File: src/armCtrlPkg.sv
package armCtrlPkg;

  typedef logic [31:0] instrT;

  typedef struct packed {
    logic n;
    logic z;
    logic c;
    logic v;
  } flagsT;

  // Condition field in bits 31:28
  typedef enum logic [3:0] {
    condEQ = 4'h0, condNE = 4'h1, condCS = 4'h2, condCC = 4'h3,
    condMI = 4'h4, condPL = 4'h5, condVS = 4'h6, condVC = 4'h7,
    condHI = 4'h8, condLS = 4'h9, condGE = 4'ha, condLT = 4'hb,
    condGT = 4'hc, condLE = 4'hd, condAL = 4'he, condNV = 4'hf
  } condT;

  // Data-processing opcode in bits 24:21
  typedef enum logic [3:0] {
    ctrlAnd = 4'h0, ctrlEor = 4'h1, ctrlSub = 4'h2, ctrlRsb = 4'h3,
    ctrlAdd = 4'h4, ctrlAdc = 4'h5, ctrlSbc = 4'h6, ctrlRsc = 4'h7,
    ctrlTst = 4'h8, ctrlTeq = 4'h9, ctrlCmp = 4'ha, ctrlCmn = 4'hb,
    ctrlOrr = 4'hc, ctrlMov = 4'hd, ctrlBic = 4'he, ctrlMvn = 4'hf
  } aluCtrlT;

  typedef enum logic [2:0] {
    opAnd  = 3'd0,
    opOr   = 3'd1,
    opXor  = 3'd2,
    opAdd  = 3'd3,
    opPass = 3'd4  // Operand B straight through
  } aluOpT;

  typedef struct packed {
    logic       aluSrc;     // Immediate operand B
    logic       memtoReg;
    logic       regWrite;
    logic       memWrite;
    logic       branch;
    logic       aluOp;      // ALU decoder active
    logic       multSelect;
    logic       pcSrc;      // Instruction writes r15
    logic [1:0] flagWrite;  // {NZ, CV}
    aluCtrlT    aluCtrl;
  } ctrlBundleT;

  localparam logic [3:0] pcReg = 4'd15;
  localparam logic [3:0] multPattern = 4'b1001;  // Bits 7:4 of MUL/MLA

  // Offset direction for loads and stores
  localparam aluCtrlT addCtrl = ctrlAdd;
  localparam aluCtrlT subCtrl = ctrlSub;

endpackage

File: src/decodeIf.sv
`timescale 1ns/1ps

interface decodeIf;
  import armCtrlPkg::*;

  ctrlBundleT ctrl;         // Control that travels to E
  logic [1:0] regSrc;       // Register read port selects
  logic [1:0] immSrc;       // Immediate extension format
  logic [2:0] multControl;  // Multiply variant from bits 23:21

  modport decoder (
    output ctrl, regSrc, immSrc, multControl
  );

  modport pipeline (
    input ctrl, regSrc, immSrc, multControl
  );

endinterface

File: src/aluDecoder.sv
`timescale 1ns/1ps

module aluDecoder (
  input  logic                aluOpE,
  input  armCtrlPkg::aluCtrlT aluCtrlE,
  input  logic                carryIn,
  output armCtrlPkg::aluOpT   aluOperationE,
  output logic [2:0]          cvUpdateE,
  output logic                invertBE,
  output logic                reverseInputsE,
  output logic                aluCarryE,
  output logic                doNotWriteRegE
);
  import armCtrlPkg::*;

  logic arith;  // Opcode uses the adder

  always_comb begin
    aluOperationE = opAdd;  // Address and branch arithmetic
    invertBE = 1'b0;
    reverseInputsE = 1'b0;
    aluCarryE = 1'b0;
    arith = 1'b0;
    if (aluOpE) begin
      case (aluCtrlE)
        ctrlAnd, ctrlTst: aluOperationE = opAnd;
        ctrlEor, ctrlTeq: aluOperationE = opXor;
        ctrlOrr:          aluOperationE = opOr;
        ctrlMov:          aluOperationE = opPass;
        ctrlBic: begin
          aluOperationE = opAnd;
          invertBE = 1'b1;
        end
        ctrlMvn: begin
          aluOperationE = opPass;
          invertBE = 1'b1;
        end
        ctrlAdd, ctrlCmn: arith = 1'b1;
        ctrlAdc: begin
          arith = 1'b1;
          aluCarryE = carryIn;
        end
        ctrlSub, ctrlCmp, ctrlSbc: begin
          // A + ~B + 1 or A + ~B + C
          arith = 1'b1;
          invertBE = 1'b1;
          aluCarryE = (aluCtrlE == ctrlSbc) ? carryIn : 1'b1;
        end
        default: begin
          arith = 1'b1;  // RSB and RSC swap operands
          reverseInputsE = 1'b1;
          invertBE = 1'b1;
          aluCarryE = (aluCtrlE == ctrlRsc) ? carryIn : 1'b1;
        end
      endcase
    end
  end

  assign doNotWriteRegE = aluOpE && (aluCtrlE inside {ctrlTst, ctrlTeq, ctrlCmp, ctrlCmn});

  // Mask bits are {NZ, C, V}
  assign cvUpdateE = !aluOpE ? 3'b000 : (arith ? 3'b111 : 3'b100);

endmodule

File: src/armControlTop.sv
`timescale 1ns/1ps

module armControlTop (
  input  logic              clk,
  input  logic              reset,
  input  armCtrlPkg::instrT instrD,
  input  armCtrlPkg::flagsT flagsE,
  input  logic              ldUseMatch,
  input  logic              memWait,
  output logic [1:0]        regSrcD,
  output logic [1:0]        immSrcD,
  output logic              aluSrcE,
  output logic              branchTakenE,
  output logic              memtoRegE,
  output logic              multEnableE,
  output armCtrlPkg::aluOpT aluOperationE,
  output logic              invertBE,
  output logic              reverseInputsE,
  output logic              aluCarryE,
  output logic              memWriteM,
  output logic              regWriteM,
  output logic              memtoRegM,
  output logic              regWriteW,
  output logic              memtoRegW,
  output logic              pcSrcW,
  output logic              pcWrPendingF,
  output logic              stallF,
  output logic              stallD,
  output logic              stallE,
  output logic              stallM,
  output logic              stallW,
  output logic              flushD,
  output logic              flushE,
  output logic              flushW
);

  decodeIf decBus ();

  mainDecoder mainDec (
    .instrD,
    .dec(decBus.decoder)
  );

  controller pipeCtrl (
    .clk, .reset, .dec(decBus.pipeline), .instrD, .flagsE,
    .stallE, .stallM, .stallW, .flushE, .flushW,
    .aluSrcE, .branchTakenE, .memtoRegE, .multEnableE, .aluOperationE,
    .invertBE, .reverseInputsE, .aluCarryE,
    .memWriteM, .regWriteM, .memtoRegM,
    .regWriteW, .memtoRegW, .pcSrcW, .pcWrPendingF
  );

  hazardUnit hazard (
    .ldUseMatch, .memtoRegE, .branchTakenE, .pcWrPendingF, .memWait,
    .stallF, .stallD, .stallE, .stallM, .stallW,
    .flushD, .flushE, .flushW
  );

  // Datapath read port and immediate selects
  assign regSrcD = decBus.regSrc;
  assign immSrcD = decBus.immSrc;

endmodule

File: src/conditionUnit.sv
`timescale 1ns/1ps

module conditionUnit (
  input  logic              clk,
  input  logic              reset,
  input  logic              enable,
  input  armCtrlPkg::condT  condE,
  input  armCtrlPkg::flagsT flagsE,
  input  logic [1:0]        flagWriteE,
  input  logic [2:0]        updateMask,
  output logic              condExE,
  output armCtrlPkg::flagsT flagsPrevE
);
  import armCtrlPkg::*;

  flagsT flags;  // Stored NZCV
  logic  ge;

  assign ge = (flags.n == flags.v);  // Signed greater or equal

  always_comb begin
    case (condE)
      condEQ:  condExE = flags.z;
      condNE:  condExE = ~flags.z;
      condCS:  condExE = flags.c;
      condCC:  condExE = ~flags.c;
      condMI:  condExE = flags.n;
      condPL:  condExE = ~flags.n;
      condVS:  condExE = flags.v;
      condVC:  condExE = ~flags.v;
      condHI:  condExE = flags.c & ~flags.z;
      condLS:  condExE = ~flags.c | flags.z;
      condGE:  condExE = ge;
      condLT:  condExE = ~ge;
      condGT:  condExE = ~flags.z & ge;
      condLE:  condExE = flags.z | ~ge;
      condAL:  condExE = 1'b1;
      default: condExE = 1'b0;  // NV never executes
    endcase
  end

  always_ff @(posedge clk) begin
    if (reset) begin
      flags <= '0;
    end else if (enable && condExE) begin
      if (flagWriteE[1] && updateMask[2]) begin
        flags.n <= flagsE.n;
        flags.z <= flagsE.z;
      end
      if (flagWriteE[0] && updateMask[1]) begin
        flags.c <= flagsE.c;
      end
      if (flagWriteE[0] && updateMask[0]) begin
        flags.v <= flagsE.v;
      end
    end
  end

  assign flagsPrevE = flags;

  // Flags hold through a pipeline freeze
  assert property (@(posedge clk) disable iff (reset) !enable |=> $stable(flags));

endmodule

File: src/controller.sv
`timescale 1ns/1ps

module controller (
  input  logic              clk,
  input  logic              reset,
  decodeIf.pipeline         dec,
  input  armCtrlPkg::instrT instrD,
  input  armCtrlPkg::flagsT flagsE,
  input  logic              stallE,
  input  logic              stallM,
  input  logic              stallW,
  input  logic              flushE,
  input  logic              flushW,
  output logic              aluSrcE,
  output logic              branchTakenE,
  output logic              memtoRegE,
  output logic              multEnableE,
  output armCtrlPkg::aluOpT aluOperationE,
  output logic              invertBE,
  output logic              reverseInputsE,
  output logic              aluCarryE,
  output logic              memWriteM,
  output logic              regWriteM,
  output logic              memtoRegM,
  output logic              regWriteW,
  output logic              memtoRegW,
  output logic              pcSrcW,
  output logic              pcWrPendingF
);
  import armCtrlPkg::*;

  ctrlBundleT ctrlE;
  condT       condE;
  logic       multD;
  logic       multE;
  logic       condExE;
  logic       doNotWriteRegE;
  logic [2:0] cvUpdateE;
  flagsT      flagsPrevE;
  logic       regWriteGatedE;
  logic       memWriteGatedE;
  logic       pcSrcGatedE;
  logic       pcSrcM;

  // Long multiplies set bit 23 and are not enabled here
  assign multD = dec.ctrl.multSelect & ~dec.multControl[2];

  always_ff @(posedge clk) begin
    if (reset || flushE) begin
      ctrlE <= '0;
      condE <= condEQ;
      multE <= 1'b0;
    end else if (!stallE) begin
      ctrlE <= dec.ctrl;
      condE <= condT'(instrD[31:28]);
      multE <= multD;
    end
  end

  aluDecoder aluDec (
    .aluOpE(ctrlE.aluOp),
    .aluCtrlE(ctrlE.aluCtrl),
    .carryIn(flagsPrevE.c),
    .aluOperationE,
    .cvUpdateE,
    .invertBE,
    .reverseInputsE,
    .aluCarryE,
    .doNotWriteRegE
  );

  conditionUnit condUnit (
    .clk,
    .reset,
    .enable(~stallE),
    .condE,
    .flagsE,
    .flagWriteE(ctrlE.flagWrite),
    .updateMask(cvUpdateE),
    .condExE,
    .flagsPrevE
  );

  assign aluSrcE = ctrlE.aluSrc;
  assign memtoRegE = ctrlE.memtoReg;
  assign multEnableE = multE & condExE;
  assign branchTakenE = ctrlE.branch & condExE;

  // Compares set flags only
  assign regWriteGatedE = ctrlE.regWrite & condExE & ~doNotWriteRegE;
  assign memWriteGatedE = ctrlE.memWrite & condExE;
  assign pcSrcGatedE = ctrlE.pcSrc & condExE;

  always_ff @(posedge clk) begin
    if (reset) begin
      memWriteM <= 1'b0;
      regWriteM <= 1'b0;
      memtoRegM <= 1'b0;
      pcSrcM <= 1'b0;
    end else if (!stallM) begin
      memWriteM <= memWriteGatedE;
      regWriteM <= regWriteGatedE;
      memtoRegM <= ctrlE.memtoReg;
      pcSrcM <= pcSrcGatedE;
    end
  end

  always_ff @(posedge clk) begin
    if (reset || flushW) begin
      regWriteW <= 1'b0;
      memtoRegW <= 1'b0;
      pcSrcW <= 1'b0;
    end else if (!stallW) begin
      regWriteW <= regWriteM;
      memtoRegW <= memtoRegM;
      pcSrcW <= pcSrcM;
    end
  end

  assign pcWrPendingF = dec.ctrl.pcSrc | ctrlE.pcSrc | pcSrcM;  // Hold fetch until r15 lands

  // Decoder never pairs a store with a register write
  assert property (@(posedge clk) disable iff (reset) !(memWriteM && regWriteM));

  assert property (@(posedge clk) reset |=>
    !(aluSrcE || branchTakenE || memtoRegE || multEnableE || memWriteM ||
      regWriteM || memtoRegM || regWriteW || memtoRegW || pcSrcW));

endmodule

File: src/hazardUnit.sv
`timescale 1ns/1ps

module hazardUnit (
  input  logic ldUseMatch,
  input  logic memtoRegE,
  input  logic branchTakenE,
  input  logic pcWrPendingF,
  input  logic memWait,
  output logic stallF,
  output logic stallD,
  output logic stallE,
  output logic stallM,
  output logic stallW,
  output logic flushD,
  output logic flushE,
  output logic flushW
);

  always_comb begin
    logic ldStall;

    ldStall = ldUseMatch & memtoRegE;  // Load in E feeds D

    stallF = ldStall | pcWrPendingF | memWait;
    stallD = ldStall | memWait;
    stallE = memWait;  // Whole pipe freezes on memory wait
    stallM = memWait;
    stallW = memWait;

    // A held D slot keeps its instruction
    flushD = (branchTakenE | pcWrPendingF) & ~stallD;
    flushE = (ldStall | branchTakenE) & ~memWait;
    flushW = 1'b0;  // No W-stage flush source in this core

    assert (!(stallD && flushD) && !(stallE && flushE) && !(stallW && flushW))
      else $error("stage stalled and flushed together");
  end

endmodule

File: src/mainDecoder.sv
`timescale 1ns/1ps

module mainDecoder (
  input armCtrlPkg::instrT instrD,
  decodeIf.decoder         dec
);
  import armCtrlPkg::*;

  ctrlBundleT ctrl;
  logic [1:0] regSrc;
  logic [1:0] immSrc;
  logic       isDataProc;
  logic       isLoadStore;
  logic [3:0] destReg;

  always_comb begin
    ctrl = '0;
    regSrc = 2'b00;
    immSrc = 2'b00;
    isDataProc = 1'b0;
    isLoadStore = 1'b0;
    case (instrD[27:26])
      2'b00: begin
        isDataProc = 1'b1;
        ctrl.regWrite = 1'b1;
        if (instrD[25]) begin
          ctrl.aluSrc = 1'b1;  // Rotated immediate
        end else if (instrD[7:4] == multPattern) begin
          ctrl.multSelect = 1'b1;
        end
      end
      2'b01: begin
        isLoadStore = 1'b1;
        immSrc = 2'b01;
        ctrl.aluSrc = ~instrD[25];  // Register offset when I is set
        if (instrD[20]) begin
          ctrl.memtoReg = 1'b1;
          ctrl.regWrite = 1'b1;
        end else begin
          regSrc = 2'b10;  // Store data comes from Rd
          ctrl.memWrite = 1'b1;
        end
      end
      2'b10: begin
        // LDM/STM share this space and decode to nothing here
        if (instrD[25]) begin
          regSrc = 2'b01;
          immSrc = 2'b10;
          ctrl.aluSrc = 1'b1;
          ctrl.branch = 1'b1;
        end
      end
      default: ctrl = '0;
    endcase

    ctrl.aluOp = isDataProc | isLoadStore;
    if (isDataProc) begin
      ctrl.aluCtrl = aluCtrlT'(instrD[24:21]);
      ctrl.flagWrite = {2{instrD[20]}};  // S bit
    end else if (isLoadStore && !instrD[23]) begin
      ctrl.aluCtrl = subCtrl;
    end else begin
      ctrl.aluCtrl = addCtrl;  // Up offset and branch target
    end

    // Multiplies name Rd in bits 19:16
    destReg = ctrl.multSelect ? instrD[19:16] : instrD[15:12];
    ctrl.pcSrc = (ctrl.regWrite && destReg == pcReg) || ctrl.branch;
  end

  assign dec.ctrl = ctrl;
  assign dec.regSrc = regSrc;
  assign dec.immSrc = immSrc;
  assign dec.multControl = instrD[23:21];

endmodule

File: config.mk
export PLATFORM = sky130hd
export DESIGN_NAME = armControlTop
export DESIGN_NICKNAME = d
export VERILOG_FILES = /design/src/armCtrlPkg.sv /design/src/decodeIf.sv /design/src/aluDecoder.sv /design/src/armControlTop.sv /design/src/conditionUnit.sv /design/src/controller.sv /design/src/hazardUnit.sv /design/src/mainDecoder.sv
export SDC_FILE = /design/constraint.sdc
export NUM_CORES = 1
export LEC_CHECK = 0
export ABC_AREA = 1
export BUFFER_PORTS_ARGS = -buffer_cell sky130_fd_sc_hd__buf_2
export CAP_MARGIN = 30
export CORE_ASPECT_RATIO = 1.2
export CORE_MARGIN = 2
export CORE_UTILIZATION = 25
export DETAILED_ROUTE_END_ITERATION = 10
export GPL_ROUTABILITY_DRIVEN = 0
export SYNTH_ARGS = -nofsm -noshare
export SYNTH_HDL_FRONTEND = slang
export SYNTH_SLANG_ARGS = --single-unit
File: constraint.sdc
create_clock -name clk -period 2.1 [get_ports clk]
set_input_delay 0 -clock clk [delete_from_list [all_inputs] [get_ports clk]]
set_output_delay 0 -clock clk [all_outputs]
set_load 0.01 [all_outputs]
-- Word-level counts from Yosys, hierarchy flattened
Cells that the tools add are included.
- equality and inequality tests: 33
- multiplexer cells: 37
- bitwise operators: 32
- reductions and logical operators: 26
- operators with widths (kind ; count):
    4-bit equality test (second input constant) ; 17
    4-bit by 3-bit equality test with 1-bit output (second input constant) ; 8
    1-bit two-way mux ; 20
    1-bit one-hot mux with 15 select lines ; 1
    14-bit OR reduction ; 1
    1-bit AND ; 12
    4-bit by 2-bit equality test with 1-bit output (second input constant) ; 3
    3-bit one-hot mux with 4 select lines ; 1
    2-bit two-way mux ; 5
    1-bit NOT ; 10
    1-bit OR ; 10
    10-bit OR reduction ; 1
    3-bit two-way mux ; 3
    9-bit OR reduction ; 1
    4-bit by 1-bit equality test with 1-bit output (second input constant) ; 2
    4-bit logical NOT ; 2
    4-bit two-way mux ; 2
    2-bit one-hot mux with 2 select lines ; 2
    8-bit OR reduction ; 1
    1-bit logical AND ; 7
    2-bit AND reduction ; 3
    2-bit OR reduction ; 3
    3-bit OR reduction ; 2
    1-bit one-hot mux with 2 select lines ; 2
    8 further kinds ; 9
- register bits after elaboration: 29
- input bits: 40
- output and inout bits: 29
- word-level logic and storage cells: 150

-- Longest topological paths before layout
Gate-level depths: netlist of run 1.
- word-level depth: 12
- depth in mapped cells: 14

-- Modules after synthesis
A second synthesis of run 1 with hierarchy kept.
- cells, all modules: 309
- area, all modules: 1903.1 um^2
- by module, submodules not included (module ; times used ; cells each ; area each (um^2) ; seq. area each (um^2)):
    controller ; 1 ; 122 ; 955.9 ; 500.5
    conditionUnit ; 1 ; 90 ; 445.4 ; 80.1
    mainDecoder ; 1 ; 55 ; 280.3 ; 0.0
    aluDecoder ; 1 ; 29 ; 145.1 ; 0.0
    hazardUnit ; 1 ; 13 ; 76.3 ; 0.0

-- Worst setup path before layout of run 1
No wires, ideal clock.
- path type: reg2reg
- start: reg pipeCtrl.condE[2]
- end: reg pipeCtrl.ctrlE[3] (netlist bit)
- arrival: 1.375 ns
- slack: 0.603 ns
- cell stages (with the launch flop): 15
- clock period less this slack: 1.497 ns
- cells stage by stage: dfxtp_1 > inv_1 > nor2_1 > nand2_1 > nand2_1 > nand2_1 > nand2_1 > inv_1 > nand3_2 > nand2_2 > nand2_2 > nand2_2 > nand2_4 > buf_12 > nor2_4
- cells in the longest elaborated chain, start to end: 6
- ends and longest elaborated chain (item ; line ; RTL):
    from (decl) ; controller.sv:33 ; condT condE;
    from (signal assigned) ; controller.sv:51 ; condE <= condEQ;
    from (signal assigned) ; controller.sv:55 ; condE <= condT'(instrD[31:28]);
    4-bit equality test, or another cell as far along ; conditionUnit.sv:22 ; case (condE)
    1-bit one-hot mux with 15 select lines (*) ; conditionUnit.sv:22 ;
    1-bit AND (*) ; controller.sv:87 ; assign branchTakenE = ctrlE.branch & condExE;
    1-bit OR (*) ; hazardUnit.sv:32 ; flushE = (ldStall | branchTakenE) & ~memWait;
    1-bit AND (*) ; hazardUnit.sv:32 ;
    1-bit logical OR (*) ; controller.sv:49 ; if (reset || flushE) begin
    to (signal assigned) ; controller.sv:54 ; ctrlE <= dec.ctrl;
    to (decl) ; controller.sv:32 ; ctrlBundleT ctrlE;
Every way passes the cells marked *; elsewhere a longest branch is shown, timed or not.
A chain may end at the register's enable or synchronous reset.

-- Worst setup path after layout of run 1
- start: reg pipeCtrl.condE[0]
- end: out flushE
- cells in the longest elaborated chain, start to end: 5
- ends and longest elaborated chain (item ; line ; RTL):
    4-bit equality test, or another cell as far along ; conditionUnit.sv:22 ;
    1-bit one-hot mux with 15 select lines (*) ; conditionUnit.sv:22 ;
    1-bit AND (*) ; controller.sv:87 ;
    1-bit OR (*) ; hazardUnit.sv:32 ;
    1-bit AND (*) ; hazardUnit.sv:32 ;
    to (decl) ; armControlTop.sv:33 ; output logic flushE,
Marks and branches as above.

==> metrics.txt, run 1 <==
status finished, final reports clean; peak supply drop 0.211 mV; # resized after CTS 0; Clock Tree Root clkbuf_8; Netlist cell types 32; final setup fails 0; RSZ-0062 raised after global routing false; Final Skew ~0.004 ns; post-route ant nets 0; synthesized cell area approximately 1700 sq um; kind of critical path reg -> out; Slowest cell on crit path dfxtp_1; Yosys warnings 0; # rows 32; fmax 572 MHz; first-pass GRT wire length roughly 7.1 mm; Max-cap violations 0; xor and xnor fraction of the mapped netlist area 0%; multiplexer share of the synthesized area 0%; Leak Pwr 1.04 nW; fin nets 354; detailed-route wire length per cell 10.5 um; Cell Area, Placed about 2000 sq um; final slew viol count 0; initial antenna violation count 0; die area 7400 sq um; Synth Area in Adders between 2 and 3%; ANT cells 0; TritonCTS clock tree built; post-synthesis simple-gate area fraction a little over a third; GRT Util Overall 11.9%; Clk Latency, worst-skew pair 0.28 ns; crit-path max cell delay 0.49 ns; setup ws final 0.353 ns; die span in y 93.8 um; vias in the first global route between 1.5k and 2k; Fin Hold WS approximately 0.0029 ns; CP required between 2 and 2.5 ns; setup TNS 0 ns; Clock Sinks 28; Yosys reg bits 28; CTS Buf Count 3; fraction of layout cells with a size suffix above 1 27.5%; Initial DRT Pass Iterations 4; Setup crit end kind output pin; DRC viols 0; CP cell instances inv_1 -> nand3_1 -> nand3_1 -> nand2_1 -> nand2_1 -> inv_1 -> nand3_2 -> nand2_2 -> nand2_2 -> nand2_2 -> inv_1 -> buf_2; Worst R2R Setup Slack approximately 0.40 ns; CTS H-Tree Depth 1; Die X a little under 80 um; Initial Util 25.9%; HP Class in -> reg; hpwl dp 3.34 mm; WL final 4.15 mm; Power Dens Cells roughly 540 nW/um^2; Syn Area/Cell 6.78 sq um; number of port buffers 59; register area share after synthesis between 30% and 40%; Biggest register pipeCtrl.ctrlE; via count between 1.5k and 2k; Clock transition at path regs 0.09 ns; overall power 0.00114 W; Final Cell Area 2110 sq um; crit share post-route 83.2%; crit-path max FO 8; largest family of logic cells by synthesized area simple AND/OR/NAND/NOR gates; largest net degree at the start of global routing 31; Hold Vio Cnt, Final 0; Startpoint Class flop; area delta synth->final 25.4%; Max Root-Sink Buffers 2; syn nets 292; WP data arrival 1.75 ns; dpl ws ~0.38 ns; GRT overflow 0; Core ar. 6490 sq um; post-synthesis compound-gate area fraction between 10 and 15%; Syn Inst Count 248; initial DRC count 65; Final Critical Period about 1.7 ns; max reg flops 10; via/cell ratio about 4.3; setup bufs post-CTS 0; IO Pins roughly 70
logic make-up (layout without fill, tap and decap cells):
kind of cell    count (synthesis)  in the layout
simple gates                  132            132
buf+inv                        44            105
compound gates                 39             39
flops                          28             28
fa+ha+maj                       4              4
other cells                     1              1
path summary, 6_finish.rpt:
kind	start	end	cells after the start
max	pipeCtrl.condE[0]	flushE	12
min reg2reg	pipeCtrl.memWriteM	pipeCtrl.memWriteM	2
max reg2reg	pipeCtrl.condE[2]	pipeCtrl.ctrlE[2]	11
min	instrD[31]	pipeCtrl.condE[3]	3
where the power goes:
| part | leakage (nW) | total (W) | internal [W] | switching, W |
|---|---|---|---|---|
| registers | 0.229 | 0.000577 | 0.000554 | 0.0000236 |
| logic | 0.787 | 0.000228 | 0.0000964 | 0.000131 |
| clock network | 0.0288 | 0.000338 | 0.000168 | 0.000170 |
critical path: cells and delay by family (launching register included):
family	cells	cell delay, ns
flip-flops	1	0.49
buffers and inverters	4	0.38
AND/OR/NAND/NOR	8	0.60
synth_stat cells:
| cell type | instances | area, sq um |
|---|---|---|
| a211oi_1 | 1 | 7.51 |
| a21oi_1 | 10 | 50.1 |
| a21oi_2 | 1 | 8.76 |
| a22o_1 | 1 | 8.76 |
| a22oi_1 | 4 | 30.0 |
| a31o_2 | 1 | 8.76 |
| buf_12 | 1 | 20.0 |
| buf_4 | 7 | 52.6 |
| buf_6 | 2 | 22.5 |
| clkbuf_8 | 2 | 27.5 |
| clkinv_1 | 2 | 7.51 |
| conb_1 | 1 | 3.75 |
| dfxtp_1 | 28 | 561 |
| ha_1 | 4 | 50.1 |
| inv_1 | 29 | 109 |
| inv_2 | 1 | 3.75 |
| nand2_1 | 55 | 206 |
| nand2_2 | 4 | 25.0 |
| nand2_4 | 1 | 11.3 |
| nand3_1 | 15 | 75.1 |
| nand3_2 | 1 | 10.0 |
| nand3b_1 | 1 | 7.51 |
| nand4_1 | 2 | 12.5 |
| nor2_1 | 37 | 139 |
| nor2_2 | 8 | 50.1 |
| nor2_4 | 2 | 22.5 |
| nor3_1 | 4 | 20.0 |
| nor4_1 | 2 | 12.5 |
| o211ai_1 | 1 | 7.51 |
| o21ai_0 | 16 | 80.1 |
| o22ai_1 | 2 | 12.5 |
| o311ai_0 | 2 | 17.5 |
repair_timing:
action | in CTS | in global routing
endpoints found under the hold margin | 9 | 0
endpoints found under the setup margin | 0 | 0
hold buffers | 7 | 0
routing by layer:
layer | routed length [um] | global-route usage (%)
met5 | 0 | 0
met3 | 195 | 2.02
met2 | 2080 | 21.4
met1 | 1800 | 13.6
met4 | 77 | 5.60
metrics by stage:
step	util [%]	std cells
after detailed placement	30.6	383
final	32.5	394
after floorplan	-	248
after global placement	30.6	383
after global routing	32.5	394
after CTS	32.5	394
cell type report:
| cell class | instances | area, sq um |
|---|---|---|
| sequential | 28 | 561 |
| clock buffer | 4 | 55.1 |
| fill | 747 | 4380 |
| inverter | 32 | 120 |
| multi-input combinational | 176 | 877 |
| tap | 85 | 106 |
| timing repair buffer | 69 | 388 |
layout by cell type, fill, tap and decap left out, types with 3 or more instances in the layout:
cell type | netlist | layout
clkbuf_8 | 2 | 4
buf_2 | 0 | 59
a21oi_1 | 10 | 10
nand2_1 | 55 | 55
a22oi_1 | 4 | 4
nor2_2 | 8 | 8
inv_1 | 29 | 29
dfxtp_1 | 28 | 28
buf_4 | 7 | 3
ha_1 | 4 | 4
nor2_1 | 37 | 37
dlygate4sd3_1 | 0 | 7
nor3_1 | 4 | 4
o21ai_0 | 16 | 16
nand3_1 | 15 | 15
nand2_2 | 4 | 4
Power figures use the tool's default switching activity.
==> run 2: changes to the inputs <==
- clock period: 2.1 -> 1.8 ns (I/O delays scaled with it)
==> metrics.txt, run 2 (synthesis results as in run 1) <==
fraction of layout cells with a size suffix above 1 30.2% (was 27.5%); Hold Path Depth 3 (unchanged); max reg flops 10 (unchanged); DRC viols 0 (unchanged); status finished, violations left (was finished, final reports clean); cell internal pwr 0.000955 W (was 0.000818 W); area delta synth->final 26.4% (was 25.4%); Max Root-Sink Buffers 2 (unchanged); Final Critical Period 1.64 ns; CTS H-Tree Depth 1 (unchanged); Fin Hold WS -0.000878 ns (was 0.00286 ns); combinational share of power 20.0% (was 19.9%); Clock Power Share 29.4% (was 29.5%); largest net degree at the start of global routing 19 (was 31); Setup crit end kind output pin (unchanged); Worst R2R Setup Slack 0.21 ns (was 0.40 ns); Clock Tree Root clkbuf_8 (unchanged); final setup fails 0 (unchanged); Hold EP pipeCtrl.condE[3] (unchanged); Initial DRT Pass Iterations 4 (unchanged); Clk Latency, worst-skew pair 0.27 ns (was 0.28 ns); number of port buffers 59 (unchanged); final slew viol count 0 (unchanged); setup TNS 0 ns (unchanged); CTS Buf Count 3 (unchanged); peak supply drop 0.241 mV (was 0.211 mV); Core ar. 6490 sq um (unchanged); R2R Path End pipeCtrl.ctrlE[2] (unchanged); RSZ-0062 raised after global routing false (unchanged); Initial Util 25.9% (unchanged); post-route ant nets 0 (unchanged); vias in the first global route 1560 (was 1685); die span in y 93.8 um (unchanged); WL final 4.04 mm (was 4.15 mm); Clock Sinks 28 (unchanged); Seq. cell area 571 sq um (was 561 sq um); via count 1687 (was 1709); Max-cap violations 0 (unchanged); initial DRC count 67 (was 65); Cell Area, Placed 1970 sq um (was 1980 sq um); CP required 1.80 ns (was 2.10 ns); final instance count without filler cells 393 (was 394); violated checks negative hold slack; GRT Util Overall 10.9% (was 11.9%); sequential share of power 50.6% (was 50.5%); HP Class in -> reg (unchanged); ANT cells 0 (unchanged); IO Pins 69 (unchanged); Hold Vio Cnt, Final 1 (was 0); Sw Share 28.5% (was 28.4%); crit share post-route roughly 91%; Power Dens Cells 628 nW/um^2 (was 542 nW/um^2); Clock transition at path regs 0.10 ns (was 0.09 ns); HP Start instrD[31] (unchanged); setup bufs post-CTS 0 (unchanged); crit-path max FO 8 (unchanged); area of the multi-input gates 892 sq um (was 877 sq um); GRT overflow 0 (unchanged); detailed-route wire length per cell 10.3 um (was 10.5 um); hpwl dp 3.24 mm (was 3.34 mm); worst reg2reg path depth 13 (was 11); kind of critical path reg -> out (unchanged); via/cell ratio 4.29 (was 4.34); die area 7400 sq um (unchanged); fill count 715 (was 747); TritonCTS clock tree built (unchanged); Final Skew 0.00243 ns (was 0.00401 ns); NetSw 0.000380 W (was 0.000325 W); fmax 609 MHz; commonest non-fill, non-tap cell in the layout buf_2 (unchanged); Die X 78.8 um (unchanged); Startpoint Class flop (unchanged); placed insts 382 (was 383); Biggest register pipeCtrl.ctrlE (unchanged); # rows 32 (unchanged); most frequent cells in the layout buf_2, nand2_1, nor2_1, inv_1, dfxtp_1 (unchanged); overall power 0.00134 W (was 0.00114 W); first-pass GRT wire length 6.55 mm (was 7.15 mm); fin nets 353 (was 354); initial antenna violation count 0 (unchanged); Final Cell Area 2120 sq um (was 2110 sq um); Leak Pwr 1.04 nW (about the same); WP data arrival 1.64 ns (was 1.75 ns); worst r2r src pipeCtrl.condE[2] (unchanged)
==> run 2: cell types whose count changed in the layout (fill, tap and decap cells not counted), sizes merged <==
cell,before,now
buf,62,61
==> run 2: area by class of cell <==
type	count	area share (%)
sequential	28	26.9
inverter	32	5.65
tap	85	5.01
multi-input combinational	176	42.0
timing repair buffer	68	17.9
clock buffer	4	2.59
==> run 2: how the worst max path moves through the flow <==
stage / endpoint / slack [ns] / startpoint / depth (start not counted)
after floorplan: pipeCtrl.ctrlE[3] / 0.30 / pipeCtrl.condE[2] / 14
after global placement: pipeCtrl.ctrlE[1] / 0.12 / pipeCtrl.condE[3] / 13
after detailed placement: pipeCtrl.ctrlE[2] / 0.09 / pipeCtrl.condE[2] / 13
after CTS: flushE / 0.02 / pipeCtrl.condE[0] / 12
after global routing: flushE / 0.01 / pipeCtrl.condE[2] / 13
final: flushE / 0.16 / pipeCtrl.condE[0] / 12
==> run 2: stage by stage <==
stage / hold WS (ns) / setup slack, ns / util [%]
6_report: -0.000878 / 0.157 / 32.8
5_1_grt: 0.00320 / 0.0115 / 32.8
4_1_cts: 0.00474 / 0.0246 / 32.4
3_5_place_dp: 0.212 / 0.0910 / 30.4
3_3_place_gp: 0.212 / 0.121 / 30.4
2_1_floorplan: 0.0691 / 0.303 / -
==> run 2: critical path, stage by stage (launching register included) <==
cell     delay, ns
dfxtp_2       0.42
inv_1         0.11
nand3_1       0.08
nand3_1       0.07
nand2_1       0.06
nand2_1       0.05
inv_1         0.06
nand3_2       0.10
nand2_2       0.10
nand2_2       0.05
nand2_2       0.08
inv_1         0.05
buf_2         0.13
==> run 2: per-layer routing <==
layer	up-vias	GRT usage [%]	share of wire [%]
met5	-	0	0
met4	0	5.75	2.4
met3	6	1.25	4.3
met2	48	19.4	50
met1	725	12.8	43
li1	908	-	-
==> run 2: power groups by stage <==
stage	Sequential (W)	Combinational, W	Clock, W
2_1_floorplan	0.000683	0.000179	0
3_3_place_gp	0.000687	0.000253	0
3_5_place_dp	0.000688	0.000255	0
4_1_cts	0.000673	0.000268	0.000400
5_1_grt	0.000681	0.000302	0.000419
6_report	0.000676	0.000267	0.000392
==> run 2: timing repair <==
item / in CTS / in global routing
gates resized for setup: 0 / 11
endpoints found under the setup margin: 0 / 26
hold endpoints to repair: 9 / 0
hold buffers: 7 / 0
==> run 3: changes to the inputs <==
- CORE_UTILIZATION: 25 -> 28
- CTS_CLUSTER_DIAMETER: unset -> 100
==> metrics.txt, run 3 (synthesis results as in run 1) <==
status finished, final reports clean (was finished, violations left); area of the multi-input gates 898 sq um (was 892 sq um); kind of critical path reg -> out (unchanged); Setup crit end kind output pin (unchanged); number of port buffers 59 (unchanged); fin nets 354 (was 353); worst r2r src pipeCtrl.condE[3] (was pipeCtrl.condE[2]); via/cell ratio 4.34 (was 4.29); Power Dens Cells 623 nW/um^2 (was 628 nW/um^2); routing usage on met1 14.5% (was 12.8%); HP Start instrD[30] (was instrD[31]); detailed-route wire length per cell 10.0 um (was 10.3 um); worst reg2reg path depth 13 (unchanged); worst setup path endpoint flushE (unchanged); die span in y 88.9 um (was 93.8 um); Util after Layout 37.2% (was 32.8%); crit share post-route 91.9% (was 91.3%); area delta synth->final 27.2% (was 26.4%); WL final 3.89 mm (was 4.04 mm); DRC viols 0 (unchanged); Core ar. 5740 sq um (was 6490 sq um); RSZ-0062 raised after global routing true (was false); hpwl dp 3.09 mm (was 3.24 mm); Setup crit start pipeCtrl.condE[3] (was pipeCtrl.condE[0]); Clk Latency, worst-skew pair 0.27 ns (about the same); IO Pins 69 (unchanged); final slew viol count 0 (unchanged); Max Root-Sink Buffers 2 (unchanged); final instance count without filler cells 389 (was 393); Biggest register pipeCtrl.ctrlE (unchanged); Worst R2R Setup Slack 0.25 ns (was 0.21 ns); die area 6640 sq um (was 7400 sq um); fill count 628 (was 715); peak supply drop 0.287 mV (was 0.241 mV); fraction of layout cells with a size suffix above 1 30.4% (was 30.2%); setup bufs post-CTS 0 (unchanged); vias in the first global route 1615 (was 1560); TritonCTS clock tree built (unchanged); most frequent cells in the layout buf_2, nand2_1, nor2_1, inv_1, dfxtp_1 (unchanged); Final Critical Period 1.65 ns (was 1.64 ns); placed insts 377 (was 382); Initial DRT Pass Iterations 4 (unchanged); worst slew pin tran slightly above 0.5 ns; initial antenna violation count 0 (unchanged); met2 usage 23.2% (was 19.4%); commonest non-fill, non-tap cell in the layout buf_2 (unchanged); largest net degree at the start of global routing 19 (unchanged); M3 GR Usage 1.71% (was 1.25%); GRT Util Overall 12.4% (was 10.9%); via count 1689 (was 1687); overall power 0.00133 W (was 0.00134 W); final setup fails 0 (unchanged); Relative slew margins 65.3%; # rows 30 (was 32); gr busiest metal met2 (unchanged); Max-cap violations 0 (unchanged); Clock Tree Root clkbuf_8 (unchanged); WP data arrival 1.65 ns (was 1.64 ns); GRT overflow 0 (unchanged); fmax 605 MHz (was 609 MHz); Hold Vio Cnt, Final 0 (was 1); Startpoint Class flop (unchanged); CTS H-Tree Depth 1 (unchanged); Fin Hold WS 0.00599 ns (was -0.000878 ns); R2R Path End pipeCtrl.condUnit.flagsPrevE[1] (was pipeCtrl.ctrlE[2]); Seq. cell area 573 sq um (was 571 sq um); Leak Pwr 1.06 nW (was 1.04 nW); crit-path max FO 7 (was 8); Clock transition at path regs 0.10 ns (about the same); CP required 1.80 ns (about the same); Die X 74.7 um (was 78.8 um); post-route ant nets 0 (unchanged); first-pass GRT wire length 6.65 mm (was 6.55 mm); CTS Buf Count 3 (unchanged); Initial Util 29.3% (was 25.9%); Clock Sinks 28 (unchanged); Final Skew 0.00303 ns (was 0.00243 ns); max reg flops 10 (unchanged); initial DRC count 47 (was 67); setup TNS 0 ns (unchanged); HP Class in -> reg (unchanged); ANT cells 0 (unchanged)
==> run 3: changes by cell type in the layout (fill, tap and decap cells not counted) <==
cell / previous run / this run
nor2_1: 35 / 36
nand2_2: 4 / 3
nor2_4: 3 / 2
nand2_8: 0 / 1
dfxtp_4: 1 / 2
dlygate4sd3_1: 7 / 8
inv_1: 29 / 27
inv_2: 1 / 3
dfxtp_2: 5 / 4
==> run 3: per-layer routing <==
| metal | share of wire [%] | wire (um) | vias to the layer above |
|---|---|---|---|
| met5 | 0 | 0 | - |
| met4 | 0.59 | 23 | 0 |
| met3 | 3.5 | 136 | 2 |
| met2 | 52 | 2040 | 34 |
| met1 | 43 | 1690 | 745 |
| li1 | - | - | 908 |
==> run 3: timing repair <==
action,CTS,global route
endpoints found under the setup margin,0,24
hold buffers,8,0
hold endpoints to repair,10,0
resized for setup,0,14
==> run 3: cell type report <==
class | instances | area share (%)
inverter | 32 | 5.62
multi-input combinational | 176 | 42.0
timing repair buffer | 69 | 18.3
tap | 80 | 4.68
clock buffer | 4 | 2.58
sequential | 28 | 26.8
==> run 3: worst min-delay path by stage <==
stage | to | slack [ns] | cells past startpoint
2_1_floorplan | pipeCtrl.memWriteM | 0.07 | 1
3_3_place_gp | pipeCtrl.pcSrcM | 0.22 | 2
3_5_place_dp | pipeCtrl.regWriteM | 0.22 | 2
4_1_cts | pipeCtrl.condE[2] | 0.006 | 3
5_1_grt | pipeCtrl.condE[2] | 0.01 | 3
6_report | pipeCtrl.condE[2] | 0.006 | 3
==> run 3: power breakdown <==
part	total (W)	internal, W	switching [W]	leakage (nW)
Combinational	0.000269	0.000114	0.000155	0.797
Clock	0.000388	0.000196	0.000193	0.0288
Sequential	0.000674	0.000646	0.0000275	0.232
Total	0.00133	0.000956	0.000375	1.06
==> run 3: stage by stage <==
| step | cell area, sq um | setup slack, ns |
|---|---|---|
| floorplan | 1680 | 0.303 |
| global placement | 1970 | 0.0893 |
| detailed placement | 1970 | 0.0857 |
| CTS | 2100 | 0.0173 |
| global route | 2140 | -0.00762 |
| finish | 2140 | 0.146 |
==> run 3: worst max-delay path, cell delays in order (launching register included) <==
cell and delay (ns):
dfxtp_2 0.41, inv_1 0.07, nor2_1 0.12, nand3_1 0.08, nand2_1 0.06, nand2_1 0.04
nand2_1 0.06, inv_1 0.05, nand3_2 0.10, nand2_2 0.08, nand2_2 0.07, nand2_4 0.07
inv_1 0.06, buf_2 0.12
